`src/rtl/eeprom_pkg.sv`:
```
package eeprom_pkg;

    localparam int ADDR_W = 11;       // 2K bytes
    localparam int DATA_W = 8;

    // fixed upper nibble of the control byte
    localparam logic [3:0] DEVICE_CODE = 4'b1010;

    typedef logic [ADDR_W-1:0] mem_addr_t;
    typedef logic [DATA_W-1:0] mem_data_t;

    typedef struct packed {
        logic      is_read;
        mem_addr_t addr;
        mem_data_t wdata;
    } host_req_t;

    typedef enum logic [3:0] {
        IDLE,
        START,
        CTRL_WR,
        ADDR_WR,
        DATA_WR,
        RESTART,
        CTRL_RD,
        DATA_RD,
        STOP,
        FINISH
    } seq_state_e;

endpackage

```
`src/rtl/i2c_pkg.sv`:
```
package i2c_pkg;

    // one quarter of an scl bit, in CLK cycles
    localparam int QUARTER_CYCLES = 1;
    localparam int BITS_PER_BYTE  = 8;

    localparam int QUARTER_CNT_W  = $clog2(QUARTER_CYCLES + 1);
    localparam int BIT_CNT_W      = $clog2(BITS_PER_BYTE + 1);   // data bits plus ack bit

    typedef logic [BITS_PER_BYTE-1:0] byte_t;
    typedef logic [QUARTER_CNT_W-1:0] quarter_cnt_t;
    typedef logic [BIT_CNT_W-1:0]     bit_cnt_t;

    typedef enum logic [1:0] {
        CMD_START,
        CMD_STOP,
        CMD_WRITE,
        CMD_READ
    } bit_cmd_e;

    typedef struct packed {
        bit_cmd_e op;
        byte_t    tx_byte;
        logic     master_ack;     // low acks the read byte, high nacks it
    } bit_cmd_t;

endpackage

```
`src/rtl/eeprom_ctrl_top.sv`:
```
module eeprom_ctrl_top (
    input  logic                  CLK,
    input  logic                  RESET,
    input  logic                  req_valid,
    input  eeprom_pkg::host_req_t req,
    output logic                  busy,
    output logic                  done,
    output eeprom_pkg::mem_data_t rdata,
    output logic                  ack_error,
    output logic                  scl,
    input  logic                  sda_in,
    output logic                  sda_out,
    output logic                  sda_oe
);
    logic              cmd_valid;
    i2c_pkg::bit_cmd_t cmd;
    logic              cmd_done;
    i2c_pkg::byte_t    rx_byte;
    logic              slave_ack;
    logic              run;
    logic              phase_tick;
    logic [1:0]        quarter;

    eeprom_seq u_seq (
        .CLK       (CLK),
        .RESET     (RESET),
        .req_valid (req_valid),
        .req       (req),
        .busy      (busy),
        .done      (done),
        .rdata     (rdata),
        .ack_error (ack_error),
        .cmd_valid (cmd_valid),
        .cmd       (cmd),
        .cmd_done  (cmd_done),
        .rx_byte   (rx_byte),
        .slave_ack (slave_ack)
    );

    i2c_bit_engine u_bit (
        .CLK        (CLK),
        .RESET      (RESET),
        .cmd_valid  (cmd_valid),
        .cmd        (cmd),
        .phase_tick (phase_tick),
        .quarter    (quarter),
        .run        (run),
        .cmd_done   (cmd_done),
        .rx_byte    (rx_byte),
        .slave_ack  (slave_ack),
        .sda_in     (sda_in),
        .sda_out    (sda_out),
        .sda_oe     (sda_oe)
    );

    // free running from reset, scl only moves while run is high
    scl_gen u_scl (
        .CLK        (CLK),
        .RESET      (RESET),
        .run        (run),
        .phase_tick (phase_tick),
        .quarter    (quarter),
        .scl        (scl)
    );

endmodule

```
`src/rtl/eeprom_seq.sv`:
```
module eeprom_seq (
    input  logic                  CLK,
    input  logic                  RESET,
    input  logic                  req_valid,
    input  eeprom_pkg::host_req_t req,
    output logic                  busy,
    output logic                  done,
    output eeprom_pkg::mem_data_t rdata,
    output logic                  ack_error,
    output logic                  cmd_valid,
    output i2c_pkg::bit_cmd_t     cmd,
    input  logic                  cmd_done,
    input  i2c_pkg::byte_t        rx_byte,
    input  logic                  slave_ack
);
    eeprom_pkg::seq_state_e state;
    eeprom_pkg::seq_state_e next_state;
    eeprom_pkg::host_req_t  req_q;
    logic                   accept;
    logic                   nacked;

    // bit-engine command issued on entry to state s
    function automatic i2c_pkg::bit_cmd_t cmd_for(
        input eeprom_pkg::seq_state_e s,
        input eeprom_pkg::host_req_t  r
    );
        i2c_pkg::bit_cmd_t c;
        c.op         = i2c_pkg::CMD_WRITE;
        c.tx_byte    = {eeprom_pkg::DEVICE_CODE, r.addr[10:8], 1'b0};
        c.master_ack = 1'b1;    // single byte read ends with nack
        case (s)
            eeprom_pkg::START,
            eeprom_pkg::RESTART: c.op = i2c_pkg::CMD_START;
            eeprom_pkg::ADDR_WR: c.tx_byte = r.addr[7:0];
            eeprom_pkg::DATA_WR: c.tx_byte = r.wdata;
            eeprom_pkg::CTRL_RD: c.tx_byte[0] = 1'b1;
            eeprom_pkg::DATA_RD: c.op = i2c_pkg::CMD_READ;
            eeprom_pkg::STOP:    c.op = i2c_pkg::CMD_STOP;
            default:             c.op = i2c_pkg::CMD_WRITE;    // control byte, write
        endcase
        return c;
    endfunction

    assign busy   = state != eeprom_pkg::IDLE && state != eeprom_pkg::FINISH;
    assign done   = state == eeprom_pkg::FINISH;
    assign accept = req_valid && !busy;

    assign nacked = slave_ack && (state == eeprom_pkg::CTRL_WR || state == eeprom_pkg::ADDR_WR ||
                                  state == eeprom_pkg::DATA_WR || state == eeprom_pkg::CTRL_RD);

    always_comb
    begin
        next_state = state;
        case (state)
            eeprom_pkg::START:   next_state = eeprom_pkg::CTRL_WR;
            eeprom_pkg::CTRL_WR: next_state = nacked ? eeprom_pkg::STOP : eeprom_pkg::ADDR_WR;
            eeprom_pkg::ADDR_WR:
            begin
                if (nacked)
                    next_state = eeprom_pkg::STOP;
                else if (req_q.is_read)
                    next_state = eeprom_pkg::RESTART;
                else
                    next_state = eeprom_pkg::DATA_WR;
            end
            eeprom_pkg::DATA_WR: next_state = eeprom_pkg::STOP;
            eeprom_pkg::RESTART: next_state = eeprom_pkg::CTRL_RD;
            eeprom_pkg::CTRL_RD: next_state = nacked ? eeprom_pkg::STOP : eeprom_pkg::DATA_RD;
            eeprom_pkg::DATA_RD: next_state = eeprom_pkg::STOP;
            eeprom_pkg::STOP:    next_state = eeprom_pkg::FINISH;
            default:             next_state = state;
        endcase
    end

    always_ff @(posedge CLK)
    begin
        if (RESET)
        begin
            state     <= eeprom_pkg::IDLE;
            cmd_valid <= 1'b0;
            ack_error <= 1'b0;
        end
        else
        begin
            cmd_valid <= 1'b0;
            if (accept)
            begin
                req_q     <= req;
                state     <= eeprom_pkg::START;
                cmd_valid <= 1'b1;
                cmd       <= cmd_for(eeprom_pkg::START, req);
                ack_error <= 1'b0;
                rdata     <= '0;      // stays 0 unless the read byte arrives
            end
            else if (state == eeprom_pkg::FINISH)
                state <= eeprom_pkg::IDLE;
            else if (cmd_done)
            begin
                state <= next_state;
                if (next_state != eeprom_pkg::FINISH)
                begin
                    cmd_valid <= 1'b1;
                    cmd       <= cmd_for(next_state, req_q);
                end
                if (nacked)
                    ack_error <= 1'b1;
                if (state == eeprom_pkg::DATA_RD)
                    rdata <= rx_byte;
            end
        end
    end

endmodule

```
`src/rtl/i2c_bit_engine.sv`:
```
module i2c_bit_engine (
    input  logic              CLK,
    input  logic              RESET,
    input  logic              cmd_valid,
    input  i2c_pkg::bit_cmd_t cmd,
    input  logic              phase_tick,
    input  logic [1:0]        quarter,
    output logic              run,
    output logic              cmd_done,
    output i2c_pkg::byte_t    rx_byte,
    output logic              slave_ack,
    input  logic              sda_in,
    output logic              sda_out,
    output logic              sda_oe
);
    i2c_pkg::bit_cmd_e state;
    i2c_pkg::bit_cmd_e op_now;
    i2c_pkg::byte_t    shreg;
    i2c_pkg::byte_t    byte_now;
    i2c_pkg::bit_cnt_t bit_cnt;
    logic              mack_q;
    logic              mack_now;
    logic              active;
    logic              aligned;      // quarter 0 of the first bit has been seen
    logic              take;
    logic              ack_bit;
    logic              framing;

    // a command taken on a quarter 0 tick starts in that same cycle
    assign take     = cmd_valid && !active;
    assign op_now   = take ? cmd.op : state;
    assign byte_now = take ? cmd.tx_byte : shreg;
    assign mack_now = take ? cmd.master_ack : mack_q;

    assign ack_bit  = bit_cnt == i2c_pkg::bit_cnt_t'(i2c_pkg::BITS_PER_BYTE);
    assign framing  = state == i2c_pkg::CMD_START || state == i2c_pkg::CMD_STOP;
    assign cmd_done = aligned && phase_tick && quarter == 2'd3 && (framing || ack_bit);

    always_ff @(posedge CLK)
    begin
        if (RESET)
        begin
            state   <= i2c_pkg::CMD_STOP;
            active  <= 1'b0;
            aligned <= 1'b0;
            bit_cnt <= '0;
            run     <= 1'b0;
            sda_oe  <= 1'b0;
            sda_out <= 1'b1;
        end
        else
        begin
            if (take)
            begin
                state  <= cmd.op;
                shreg  <= cmd.tx_byte;
                mack_q <= cmd.master_ack;
                active <= 1'b1;
            end

            if ((take || active) && phase_tick)
            begin
                case (quarter)
                    2'd0:
                    begin
                        aligned <= 1'b1;
                        case (op_now)
                            i2c_pkg::CMD_START:
                            begin
                                run    <= 1'b1;
                                sda_oe <= 1'b0;     // sda high before the falling edge
                            end
                            i2c_pkg::CMD_STOP:
                            begin
                                sda_oe  <= 1'b1;
                                sda_out <= 1'b0;
                            end
                            i2c_pkg::CMD_WRITE:
                            begin
                                sda_oe  <= !ack_bit;    // let go for the slave ack
                                sda_out <= byte_now[7];
                                shreg   <= {byte_now[6:0], 1'b0};
                            end
                            default:
                            begin
                                sda_oe  <= ack_bit;
                                sda_out <= mack_now;
                            end
                        endcase
                    end
                    2'd2:
                    begin
                        if (aligned)
                        begin
                            case (state)
                                i2c_pkg::CMD_START:
                                begin
                                    sda_oe  <= 1'b1;    // falls while scl high
                                    sda_out <= 1'b0;
                                end
                                i2c_pkg::CMD_STOP:
                                begin
                                    sda_oe  <= 1'b0;    // rises while scl high
                                    sda_out <= 1'b1;
                                end
                                i2c_pkg::CMD_WRITE:
                                begin
                                    if (ack_bit)
                                        slave_ack <= sda_in;
                                end
                                default:
                                begin
                                    if (!ack_bit)
                                        rx_byte <= {rx_byte[6:0], sda_in};   // msb first
                                end
                            endcase
                        end
                    end
                    2'd3:
                    begin
                        if (cmd_done)
                        begin
                            active  <= 1'b0;
                            aligned <= 1'b0;
                            bit_cnt <= '0;
                            if (state == i2c_pkg::CMD_STOP)
                                run <= 1'b0;
                        end
                        else if (aligned)
                            bit_cnt <= bit_cnt + 1'b1;
                    end
                    default:
                    begin
                        // quarter 1, scl still low
                    end
                endcase
            end
        end
    end

endmodule

```
`src/rtl/scl_gen.sv`:
```
module scl_gen (
    input  logic       CLK,
    input  logic       RESET,
    input  logic       run,
    output logic       phase_tick,
    output logic [1:0] quarter,
    output logic       scl
);
    i2c_pkg::quarter_cnt_t div_cnt;

    assign phase_tick = div_cnt == i2c_pkg::quarter_cnt_t'(i2c_pkg::QUARTER_CYCLES - 1);

    // low in quarters 0 and 1, idle high when the bus is released
    assign scl = !run || quarter[1];

    always_ff @(posedge CLK)
    begin
        if (RESET)
        begin
            div_cnt <= '0;
            quarter <= 2'd0;
        end
        else
        begin
            if (phase_tick)
                div_cnt <= '0;
            else
                div_cnt <= div_cnt + 1'b1;

            if (!run)
                quarter <= 2'd0;
            else if (phase_tick)
                quarter <= quarter + 2'd1;
        end
    end

endmodule

```
`config.mk`:
```
export PLATFORM = sky130hd
export DESIGN_NAME = eeprom_ctrl_top
export DESIGN_NICKNAME = d
export VERILOG_FILES = /design/src/rtl/eeprom_pkg.sv /design/src/rtl/i2c_pkg.sv /design/src/rtl/eeprom_ctrl_top.sv /design/src/rtl/eeprom_seq.sv /design/src/rtl/i2c_bit_engine.sv /design/src/rtl/scl_gen.sv
export SDC_FILE = /design/constraint.sdc
export NUM_CORES = 1
export LEC_CHECK = 0
export BUFFER_PORTS_ARGS = -buffer_cell sky130_fd_sc_hd__buf_2
export CAP_MARGIN = 25
export CORE_MARGIN = 2
export CORE_UTILIZATION = 52
export CTS_CLUSTER_SIZE = 12
export DETAILED_ROUTE_END_ITERATION = 8
export GPL_TIMING_DRIVEN = 0
export MAX_ROUTING_LAYER = met4
export PLACE_DENSITY = 0.8
export SYNTH_ARGS = -nofsm -noshare
export SYNTH_HDL_FRONTEND = slang
export SYNTH_SLANG_ARGS = --single-unit
```
`constraint.sdc`:
```
create_clock -name CLK -period 2.1 [get_ports CLK]
set_clock_uncertainty 0.05 [all_clocks]
set_input_delay 0.315 -clock CLK [delete_from_list [all_inputs] [get_ports CLK]]
set_output_delay 0.315 -clock CLK [all_outputs]
set_load 0.05 [all_outputs]
```
==> reports/results.txt, run 1 <==
The count of nets left with antenna violations once routing finished came out at 0. The final layout contains routed wiring with a total length of 6150 um. No sink is reached through more buffers than the 2 on the longest clock path. Number of antenna violations at the first check in global routing: 0. STA classifies the critical path startpoint as a register. The tools report the endpoint arrival time on the critical path as 2.29 ns. Counting flops with a built-in enable in the synthesized netlist gives 56. The run gives 0.00726 mm2 as the die area. For this design the ratio of total power to cell area is 744 mW/mm2. The final setup violation count was 0.

Average cell area after synthesis: 12.7 um2. The area growth from synthesis to layout is 17.3%. The run gives 76 as the clock sink count. The routed wirelength normalized by instance count was 15.3 um; the worst IR drop on VDD was 0.000534 V.

The worst setup path is captured at a register. The worst-margin pin slew works out to 0.644 ns. The dominant register cell in the synthesized netlist is edfxtp_1. Setup repair after global routing could not meet its margin everywhere. The number of synthesis warnings came out at 0.

TritonCTS built the clock tree. The detailed router placed 2230 vias in this run. For the number of design-rule violations left by the first detailed-router iteration, the log shows 142. The cell count after synthesis came out at 270. The first detailed-routing pass took 4 iterations. After layout, the minimum clock period comes to 2.07 ns. For the HPWL after detailed placement, the log shows 4200 um. Clock tree synthesis inserted a total of 9 buffers.

The logs give 0.839 for the final RePlAce weighted congestion and 1.49 nW for the leakage power summed over all cells. The total number of H-tree levels is 3, and the setup TNS after final layout is 0 ns. The routed via count divided by cell count is 5.53. The largest single stage delay on the critical path is 0.46 ns.

At the later pin of the worst-skew pair, clock insertion delay measures 0.35 ns. The register bit total from synthesis is 76, and the maximum clock frequency is 484 MHz. The number of global-route vias before repair was 2123.

In this run the register-to-register setup slack is 0.03 ns. The total overflow left after global routing is 0. The number of antenna diodes in the final layout is 0.

For the number of maximum-capacitance violations, the log shows 0. The maximum fanout count along the critical path works out to 5. The end of the worst hold path is u_seq.req_q[1].

Async set-reset flop share out of synthesis: 0. The endpoint of the lowest-slack register-to-register path was u_bit.sda_out. For the effective utilization at floorplan, the log shows 0.540. Counting cells, the worst reg-to-reg path comes to 8.

The cell area after layout was 0.00402 mm2. By startpoint and endpoint, the worst setup path is classified as reg2reg. The floorplan has 29 rows. The worst hold path begins at req[1]. After floorplanning, the core was sized to cover 0.00635 mm2. The post-layout worst setup margin was 0.0346 ns; the clock-pin slew of the registers on the worst-case setup and hold paths was 0.08 ns. Required arrival time at the worst endpoint: 2.33 ns. The worst max-slew margin expressed relative to the limit came out at 0.570. The share of the yosys chip area belonging to registers came out at 0.607.

Traced cell by cell, the critical path runs through nor2b_1, buf_6, mux2i_4, ha_1, and2_1, a2111oi_1, nand2_1, o221ai_1. The worst hold-check path type was in2reg. The run gives 2.99 mW as the total design power. The most critical setup path has its startpoint at u_seq.cmd_valid.

Before CTS, the worst setup slack after placement is -0.278 ns. For this design, the slowest cell found on the critical path is a2111oi_1. The cell depth of the worst hold path is 1.

The run finished with clean final reports. The die is 85.2 um tall. The run gives 22 as the pin count of the biggest net entering global routing.

In the routed design, unresolved DRC markers number 0. The post-synth design cell area is 0.00343 mm2, and the x dimension of the die is 85.2 um. For the net count of the mapped netlist, the log shows 303. The first global-routing pass estimated 10200 um of wire. The run gives 354 as the layout net count.

The fraction of the cycle the final worst path needs came out at 0.984. The global routing usage summed across all routing layers was 0.189; the count of distinct cell types in the synthesized netlist was 55. The number of I/O pins is 38. The logs give 0 for the count of endpoints failing hold in the final timing report and 0 for the number of buffers added to fix hold violations after cts.

CTS placed an instance of clkbuf_8 at the clock tree root. The count of final max-slew check failures was 0. The worst register-to-register path begins at u_seq.cmd_valid. The placed instances occupy a cell area of 0.00373 mm2.

Number of port buffers: 37. The share of layout cells above drive strength 1 is 0.282.
-- placed cells by master, fill, tap and decap left out, types with 3 or more instances in the layout --
cell       n
nand2b_1   5
clkbuf_8   9
ha_1       7
and2_1     9
nor3_1     7
a31oi_1    4
nor2_1    22
nand2_1   20
buf_2     44
dfxtp_1   19
nor3b_1    3
mux4_2     7
xnor2_1    3
inv_1     10
a22oi_1    5
nand3b_1   3
nor2b_1    6
edfxtp_1  56
o21ai_0    7
nand3_1    6
a21oi_1    9
clkbuf_1   4
-- registers in the layout, summed over array words and instances, names as in the netlist --
name	flops
u_bit.mack_q	1
u_bit.run	1
u_scl.quarter	2
u_bit.sda_oe	1
u_seq.state	4
u_bit.bit_cnt	4
u_seq.ack_error	1
u_bit.state	2
u_seq.rdata	8
u_bit.slave_ack	1
u_bit.active	1
u_bit.aligned	1
u_bit.rx_byte	8
u_scl.div_cnt	1
u_seq.cmd	10
u_seq.cmd_valid	1
u_bit.sda_out	1
u_seq.req_q	20
u_bit.shreg	8
-- cell type report --
class | instances | area, um2
Buffer | 13 | 73.8
Clock buffer | 10 | 128
Clock inverter | 6 | 40.0
Fill cell | 464 | 2330
Inverter | 10 | 37.5
Multi-Input combinational cell | 171 | 1330
Sequential cell | 76 | 2080
Tap cell | 77 | 96.3
Timing Repair Buffer | 40 | 233
-- critical path, delay by kind of cell (launching register included) --
| kind | cells | cell delay [ns] |
|---|---|---|
| AOI/OAI and AO/OA | 2 | 0.61 |
| and+or+nand+nor | 3 | 0.41 |
| DFF | 1 | 0.34 |
| adders and majority gates | 1 | 0.24 |
| muxes | 1 | 0.20 |
| buffers and inverters | 1 | 0.15 |
-- power breakdown --
part           total (mW)  switching, mW  leakage (nW)  internal [mW]
registers            1.71         0.0328         0.679           1.68
logic               0.307          0.184         0.724          0.122
clock network       0.972          0.545        0.0826          0.428
total                2.99          0.762          1.49           2.23
-- through the flow --
stage	std cells	utilization	hold WS, ns
after detailed placement	385	0.587	0.382
after floorplan	270	-	0.344
after CTS	402	0.626	0.0824
after global routing	403	0.633	0.0688
after global placement	384	0.585	0.375
final	403	0.633	0.0830
-- Yosys cell counts (3+ instances only) --
cell type	n	share of area
ha_1	9	0.033
nor2_1	23	0.025
nor3_1	7	0.010
nand2b_1	5	0.0091
dfxtp_1	20	0.12
nand3b_1	3	0.0066
edfxtp_1	56	0.49
nand2_1	20	0.022
inv_1	10	0.011
mux4_2	7	0.046
mux2i_1	3	0.0088
buf_2	7	0.010
and2_1	9	0.016
a21oi_1	12	0.018
a31oi_1	4	0.0073
nand3_1	7	0.010
nor3b_1	3	0.0066
clkbuf_1	3	0.0033
o21ai_0	7	0.010
xnor2_1	3	0.0077
a22oi_1	5	0.011
nor2b_1	6	0.011
-- cells by family (layout without fill, tap and decap cells) --
group           after synthesis  in the layout  synth area share
simple gates                 96             96             0.158
mux                          11             11            0.0591
other cells                   1              1           0.00109
flops                        76             76             0.607
fa+ha+maj                     9              9            0.0328
buf+inv                      23             79            0.0325
compound gates               50             50            0.0993
xor+xnor                      4              4            0.0102
-- how the worst max path moves through the flow --
| stage | to | slack (ns) | cells past startpoint |
|---|---|---|---|
| finish | u_bit.sda_out | 0.03 | 8 |
| global route | u_bit.sda_out | -0.04 | 8 |
| CTS | u_bit.sda_out | 0.008 | 8 |
| detailed placement | u_seq.cmd[5] | -0.28 | 5 |
| global placement | u_seq.req_q[12] | -0.42 | 4 |
| floorplan | u_seq.req_q[0] | 0.004 | 4 |
-- metal layers --
layer	global-route usage	routed length, um	up-vias
met3	0.0447	239	11
met4	0.0750	117	0
met5	-	0	-
li1	-	-	1114
met1	0.241	2740	1052
met2	0.294	3060	53
-- timing repair --
action                     CTS  global route
setup buffers                1             1
setup endpoints to repair   47            27
hold endpoints to repair     0             0
gates resized for setup     11             6
pin swaps                    1             2
Power figures use the tool's default switching activity.
==> run 2, diff against run 1 <==
CORE_MARGIN = 3   (was 2)
GPL_TIMING_DRIVEN = 1   (was 0)
==> run 2 against run 1 <==
Effect of this change:
- critical path depth shrank 1
- core utilization rose by 2.5 points
- combinational power decreased by 4%
- critical endpoint unchanged
- sequential cell count unchanged
- setup slack improved by 0.050 ns
- sequential share of layout area down 0.48 points
- highest routed layer unchanged
==> reports/results.txt, run 2 (synthesis results as in run 1) <==
The run gives 0.089 (-0.013) as the fraction of power consumed by combinational cells. The tools report the endpoint of the lowest-slack register-to-register path as u_bit.sda_out. The worst max-slew margin expressed relative to the limit was 0.648 (+0.0771). The tools report the total number of H-tree levels as 3 (unchanged). The total global routing overflow is 0 (unchanged), and the required arrival time at the worst endpoint is 2.32 ns (about the same). The pin count of the biggest net entering global routing is 22 (unchanged). For the number of design-rule violations left by the first detailed-router iteration, the log shows 129 (-9.2%). Setup repair after global routing left no endpoint under its margin. For the cell area after layout, the log shows 0.00406 mm2 (+0.87%).

Share of layout cells above drive strength 1: 0.278 (-0.00426). Compared with the post-synthesis result, the final layout area differs by 18.3%. Setup TNS after final layout: 0 ns (unchanged). The routed wirelength normalized by instance count works out to 15.1 um (-1.0%). The number of diodes is 0 (unchanged).

Sum of routed wire length over all layers: 6140 um (-0.29%). Number of antenna violations at the first check in global routing: 0 (unchanged). The part of the total power dissipated in sequential elements was 0.514 (-0.059); the global-route wire length before repair was 10500 um (+3.1%). The number of I/O pins is 38 (unchanged). The number of port buffers was 37 (unchanged). The fraction of the cycle the final worst path needs came out at 0.960 (-0.0237). The cell sitting at the root of the clock tree is a clkbuf_8. The worst hold-check path type was in2reg. The layout net count was 359 (+1.4%); the number of global-route vias before repair was 2310 (+8.8%). Deepest clock path buffer count: 2 (unchanged).

The internal reg-to-reg setup slack was 0.08 ns (+0.05 ns). Site row count: 28 (-3.4%). The library cell used most frequently in the layout, excluding fill and tap cells, is edfxtp_1.

Standard cell area after detailed placement: 0.00381 mm2 (+2.2%). The die height works out to 87.2 um (+2.3%). The tools report the HPWL after detailed placement as 4430 um (+5.6%).

For the number of buffers created by CTS, the log shows 9 (unchanged). The run finished with clean final reports. The tools report the first element of the critical path as u_seq.cmd_valid. The tools report the count of final max-slew check failures as 0 (unchanged).

STA classifies the critical path endpoint as a register. The iteration count of the initial detailed-routing pass is 4 (unchanged). The insertion delay to the later sink of the worst-skew pair was 0.35 ns (about the same). The leakage power summed over all cells was 1.56 nW (+4.9%). The logs give 0.556 (+0.0161) for the effective utilization at floorplan and 0.186 (-0.00261) for the global routing usage summed across all routing layers. The fill cell instance count of the final layout was 458 (-1.3%). The startpoint class of the critical path is a register.

The flip-flop count of the largest register, all copies and words added is 20 (unchanged). TritonCTS built the clock tree. The endpoint arrival time on the critical path was 2.24 ns (-0.05 ns); the number of maximum-capacitance violations was 0 (unchanged).

The largest registers in the layout are u_seq.req_q: 20 flops, u_seq.cmd: 10 flops. The startpoint-to-endpoint class of the critical path was reg2reg. The tools report the clock share of power as 0.397 (+0.072). The run gives 2.60 mW (+17%) as the internal power.

The final core utilization was 0.658 (+0.0246); the x dimension of the die was 87.2 um (+2.3%). The clock sink count was 76 (unchanged). The worst IR drop on VDD was 0.000537 V (+0.54%); the path depth of the worst reg2reg path was 7 (-1). The maximum fanout count along the critical path was 3 (-2); the routed via count divided by cell count was 5.54 (+0.20%). The run gives 2251 (+0.94%) as the count of vias placed by the detailed router. The net switching power was 740 uW (-2.8%); the switching share of total power was 0.222 (-0.0329).

The post-route antenna net violation count was 0 (unchanged). The register containing the most flip-flops in the final layout is u_seq.req_q. The logs give 0 (unchanged) for the total DRC errors in the routed layout and 0 (unchanged) for the final setup violation count.

The clock-pin slew of the registers on the worst-case setup and hold paths was 0.08 ns (about the same). The count of endpoints failing hold in the final timing report was 0 (unchanged). The power density normalized to cell area was 823 mW/mm2 (+11%).

The tools report the final RePlAce weighted congestion as 0.771 (-8.1%). The worst register-to-register path begins at u_seq.cmd_valid. Maximum clock frequency: 496 MHz (+2.5%). The final critical path time including I/O delays and setup came out at 2.02 ns (-0.0498 ns). The run gives 0.00617 mm2 (-2.9%) as the placeable core region.

In this run the worst setup path terminates at u_bit.sda_out. The die area came out at 0.00760 mm2 (+4.8%). In the layout the commonest cells are 56 x edfxtp_1, 37 x buf_2, 23 x nor2_1. The worst-margin pin slew is 0.515 ns (-0.129 ns).
[run 2: cell types whose count changed in the layout (fill, tap and decap cells not counted), sizes merged]
cell / delta
buf: +9
bufinv: +3
clkbuf: -4
clkinv: -1
clkinvlp: -2
[run 2: area by class of cell]
cell class	count	area [um2]	share of cell area
clock inverters	6	111	0.0275
flip-flops and latches	76	2080	0.513
clock buffers	10	128	0.0315
inverters	10	37.5	0.00925
multi-input cells	171	1250	0.308
well taps	75	93.8	0.0231
repair buffers	58	355	0.0876
[run 2: what timing repair did]
action | 4_1_cts | 5_1_grt
endpoints found under the setup margin | 1 | 7
setup buffers | 0 | 0
gates resized for setup | 1 | 1
hold buffers | 0 | 0
[run 2: metrics by stage]
step           instances  hold WS [ns]  total power [mW]  setup WS [ns]
2_1_floorplan        270         0.344              1.94        0.00445
3_3_place_gp         390         0.378              2.03         0.0942
3_5_place_dp         390         0.382              2.05         0.0177
4_1_cts              406        0.0774              3.36         0.0687
5_1_grt              406        0.0730              3.46        0.00680
6_report             406        0.0906              3.34         0.0845
[run 2: worst min-delay path by stage]
stage                          start               end  cells after the start
floorplan                      RESET      u_bit.active                      1
global placement    u_bit.rx_byte[2]  u_bit.rx_byte[3]                      0
detailed placement  u_bit.rx_byte[3]  u_bit.rx_byte[4]                      0
CTS                           req[3]    u_seq.req_q[3]                      1
global route                 req[11]   u_seq.req_q[11]                      1
finish                        req[5]    u_seq.req_q[5]                      1
[run 2: per-layer routing]
layer | routed length [um] | vias to the layer above | global-route usage
li1 | - | 1109 | -
met1 | 2690 | 1073 | 0.236
met2 | 3040 | 53 | 0.282
met3 | 242 | 16 | 0.0435
met4 | 159 | 0 | 0.0948
met5 | 0 | - | -
[run 2: worst max-delay path: stages, from the launching register on]
cell	delay (ns)
dfxtp_1	0.33
nor2b_2	0.23
mux2i_1	0.16
ha_1	0.27
and2_1	0.16
a2111oi_0	0.49
nand2_1	0.10
o221ai_1	0.15
[run 2: power by group through the flow]
stage / clock, mW / combinational, mW / sequential [mW]
2_1_floorplan: 0 / 0.168 / 1.77
3_5_place_dp: 0 / 0.296 / 1.75
6_report: 1.33 / 0.296 / 1.72
4_1_cts: 1.34 / 0.298 / 1.72
5_1_grt: 1.41 / 0.325 / 1.72
3_3_place_gp: 0 / 0.286 / 1.75
==> run 3, diff against run 2 <==
SETUP_SLACK_MARGIN = 0.2   (was default)
==> run 3 against run 2 <==
Effect of this change:
- sequential cell count unchanged
- critical path depth stayed put
- clock power is 20% lower
- combinational power rose by 9.8%
- final cell count shrank 0.74%
- register-to-register slack better by 0.07 ns
- via count grew 1.5%
- sequential power hardly changed
- maximum frequency up 3.8%
- cell area rose by 2.1%
- global-route usage up 0.90 points
- core utilization grew 1.4 points
==> reports/results.txt, run 3 (synthesis results as in run 1) <==
Origin of the critical flop-to-flop path: u_seq.cmd_valid. The number of buffers and inverters on the critical path came out at 2 (+2). Number of design-rule violations left by the first detailed-router iteration: 137 (+6.2%). The required arrival time at the worst endpoint was 2.14 ns (-0.18 ns). Power density normalized to cell area: 748 mW/mm2 (-9.2%). The launch instance of the worst min-delay path was req[0]. The number of I/O pins came out at 38 (unchanged). The tools report the startpoint class of the critical path as a register.

For the total design power, the log shows 3.10 mW (-7.2%). The flow ran to the end, and the final reports show no timing, DRC or antenna violations. The met3 track demand over resource was 0.0378 (-0.00568). The final RePlAce weighted congestion came out at 0.846 (+9.8%).

The largest registers in the layout are u_seq.req_q: 20 flops, u_seq.cmd: 10 flops. The path depth of the worst reg2reg path came out at 7 (unchanged). The run gives 3 (unchanged) as the total number of H-tree levels. The logs give 1.53 nW (-1.9%) for the leakage power summed over all cells and 0.251 (+0.0147) for the met1 routing resource usage after global routing. The tightest min-delay check is of the in2reg type.

The number of port buffers works out to 37 (unchanged). The total DRC errors in the routed layout was 0 (unchanged); the fraction of the cycle the final worst path needs was 0.925 (-0.0349). The number of antenna violations at the first check in global routing came out at 0 (unchanged).

The critical path is of the reg2reg type. The biggest cell delay along the critical path works out to 0.36 ns (-0.13 ns). The total global routing overflow is 0 (unchanged). The maximum clock frequency is 515 MHz (+3.8%), and the worst hold margin is 0.0861 ns (-0.00451 ns). Grouping stages by cell kind, the critical path spends the most delay in multiplexers. Ranked by flip-flop count, first place goes to u_seq.req_q. Number of diodes: 0 (unchanged). The cell depth of the worst hold path was 1 (unchanged); the iteration count of the initial detailed-routing pass was 4 (unchanged). The routed wirelength normalized by instance count works out to 16.0 um (+6.2%). The layout net count was 357 (-0.56%); the maximum fanout count along the critical path was 8 (+5). Root buffer cell: clkbuf_8. For the internal reg-to-reg setup slack, the log shows 0.16 ns (+0.07 ns).

The routed via count divided by cell count is 5.67 (+2.2%), and the endpoint arrival time on the critical path is 1.98 ns (-0.26 ns). The layout overhead on the synthesized area works out to 20.8%. The x dimension of the die came out at 87.2 um (unchanged). The count of vias placed by the detailed router was 2284 (+1.5%); the number of buffers created by CTS was 9 (unchanged). For the global-route wire length before repair, the log shows 11000 um (+4.7%). Leaving out fill and tap cells, the most frequent cell in the layout is edfxtp_1. The pin count of the biggest net entering global routing was 22 (unchanged); the deepest clock path buffer count was 2 (unchanged). The HPWL after detailed placement was 4360 um (-1.6%); the setup TNS after final layout was 0 ns (unchanged). The number of global-route vias before repair is 2278 (-1.4%). The share of layout cells above drive strength 1 was 0.338 (+0.0605). The worst max-slew margin expressed relative to the limit is 0.505 (-0.143).

Setup repair after global routing could not meet its margin everywhere. For the fill cell instance count of the final layout, the log shows 454 (-0.87%). The run gives 0.556 (unchanged) as the effective utilization at floorplan. Clock-pin slew of the registers on the worst-case setup and hold paths: 0.08 ns (about the same).

The tools report the clock sink count as 76 (unchanged). The logs give 0.35 ns (about the same) for the insertion delay to the later sink of the worst-skew pair and 0.00760 mm2 (unchanged) for the die area. The final setup violation count is 0 (unchanged). The tools report the first element of the critical path as u_seq.cmd_valid.

STA classifies the critical path endpoint as a register. The number of maximum-capacitance violations is 0 (unchanged), and the flip-flop count of the largest register, all copies and words added is 20 (unchanged). The logs give 0 (unchanged) for the count of endpoints failing hold in the final timing report and 28 (unchanged) for the site row count.

The tools report the count of final max-slew check failures as 0 (unchanged). The number of buffers added to fix hold violations after cts was 0 (unchanged); the sum of routed wire length over all layers was 6470 um (+5.4%). The final critical path time including I/O delays and setup came out at 1.94 ns (-0.0733 ns). Met2 track demand over resource in global routing: 0.305 (+0.0235). The tools report the post-route antenna net violation count as 0 (unchanged).

The slowest stage of the critical path belongs to the cell dfxtp_4. The tools report the placeable core region as 0.00617 mm2 (unchanged). Leaving out fill and tap cells, the most frequent cells in the layout are 56 x edfxtp_1, 37 x buf_2, 22 x nor2_1.

The die height was 87.2 um (unchanged). After global routing, the most crowded layer is met2. TritonCTS built the clock tree. The worst-margin pin slew works out to 0.742 ns (+0.226 ns).

The worst register-to-register path ends at u_bit.shreg[7]. The worst IR drop on VDD came out at 0.000664 V (+24%). The run gives 0.195 (+0.00898) as the global routing usage summed across all routing layers.

The path with the worst hold slack has its endpoint at u_seq.req_q[0]. Walking the worst path, the cells encountered are nor2b_4, buf_6, mux2i_4, inv_2, ha_4, nand3_4, mux4_2.
run 3: cell types whose count changed in the layout (fill, tap and decap cells not counted), sizes merged:
cell / previous run / this run
clkinvlp: 0 / 1
buf: 58 / 56
clkinv: 2 / 3
inv: 11 / 10
bufinv: 3 / 1
run 3: how the worst max path moves through the flow:
stage,endpoint,slack (ns),cells after the start
after floorplan,u_seq.rdata[0],0.20,5
after global placement,u_seq.rdata[7],0.12,5
after detailed placement,u_bit.shreg[7],-0.02,7
after CTS,u_bit.shreg[7],0.20,7
after global routing,u_bit.shreg[6],0.08,7
final,u_bit.shreg[7],0.16,7
run 3: worst reg2reg max path, cell delays in order, from the launching register on:
cell and delay [ns]:
dfxtp_4 0.36, nor2b_4 0.15, buf_6 0.14, mux2i_4 0.27
inv_2 0.10, ha_4 0.19, nand3_4 0.11, mux4_2 0.32
run 3: final cells by class:
cell class,count,area (um2),area share
Inverter,10,37.5,0.00906
Tap cell,75,93.8,0.0227
Clock buffer,10,128,0.0308
Sequential cell,76,2090,0.505
Clock inverter,5,53.8,0.0130
Multi-Input combinational cell,171,1390,0.336
Timing Repair Buffer,56,344,0.0831
run 3: timing repair:
item	in CTS	in global routing
gates resized for setup	16	12
pin swaps	2	4
setup endpoints to repair	18	50
buffers inserted	3	2
run 3: routing by layer:
layer,vias to the layer above,share of wire
li1,1112,-
met1,1095,0.44
met2,65,0.50
met3,12,0.050
met4,0,0.019
met5,-,0
run 3: per-stage QoR:
stage | instance area (um2) | setup WS, ns | utilization | instances
2_1_floorplan | 3480 | 0.203 | - | 270
3_3_place_gp | 3790 | 0.121 | 0.615 | 383
3_5_place_dp | 3790 | -0.0173 | 0.615 | 383
4_1_cts | 4090 | 0.198 | 0.663 | 401
5_1_grt | 4140 | 0.0777 | 0.672 | 403
6_report | 4140 | 0.158 | 0.672 | 403
run 3: power by group:
| part | internal [mW] | switching [mW] |
|---|---|---|
| clock network | 0.537 | 0.521 |
| registers | 1.68 | 0.0361 |
| logic | 0.134 | 0.191 |
| total | 2.35 | 0.748 |
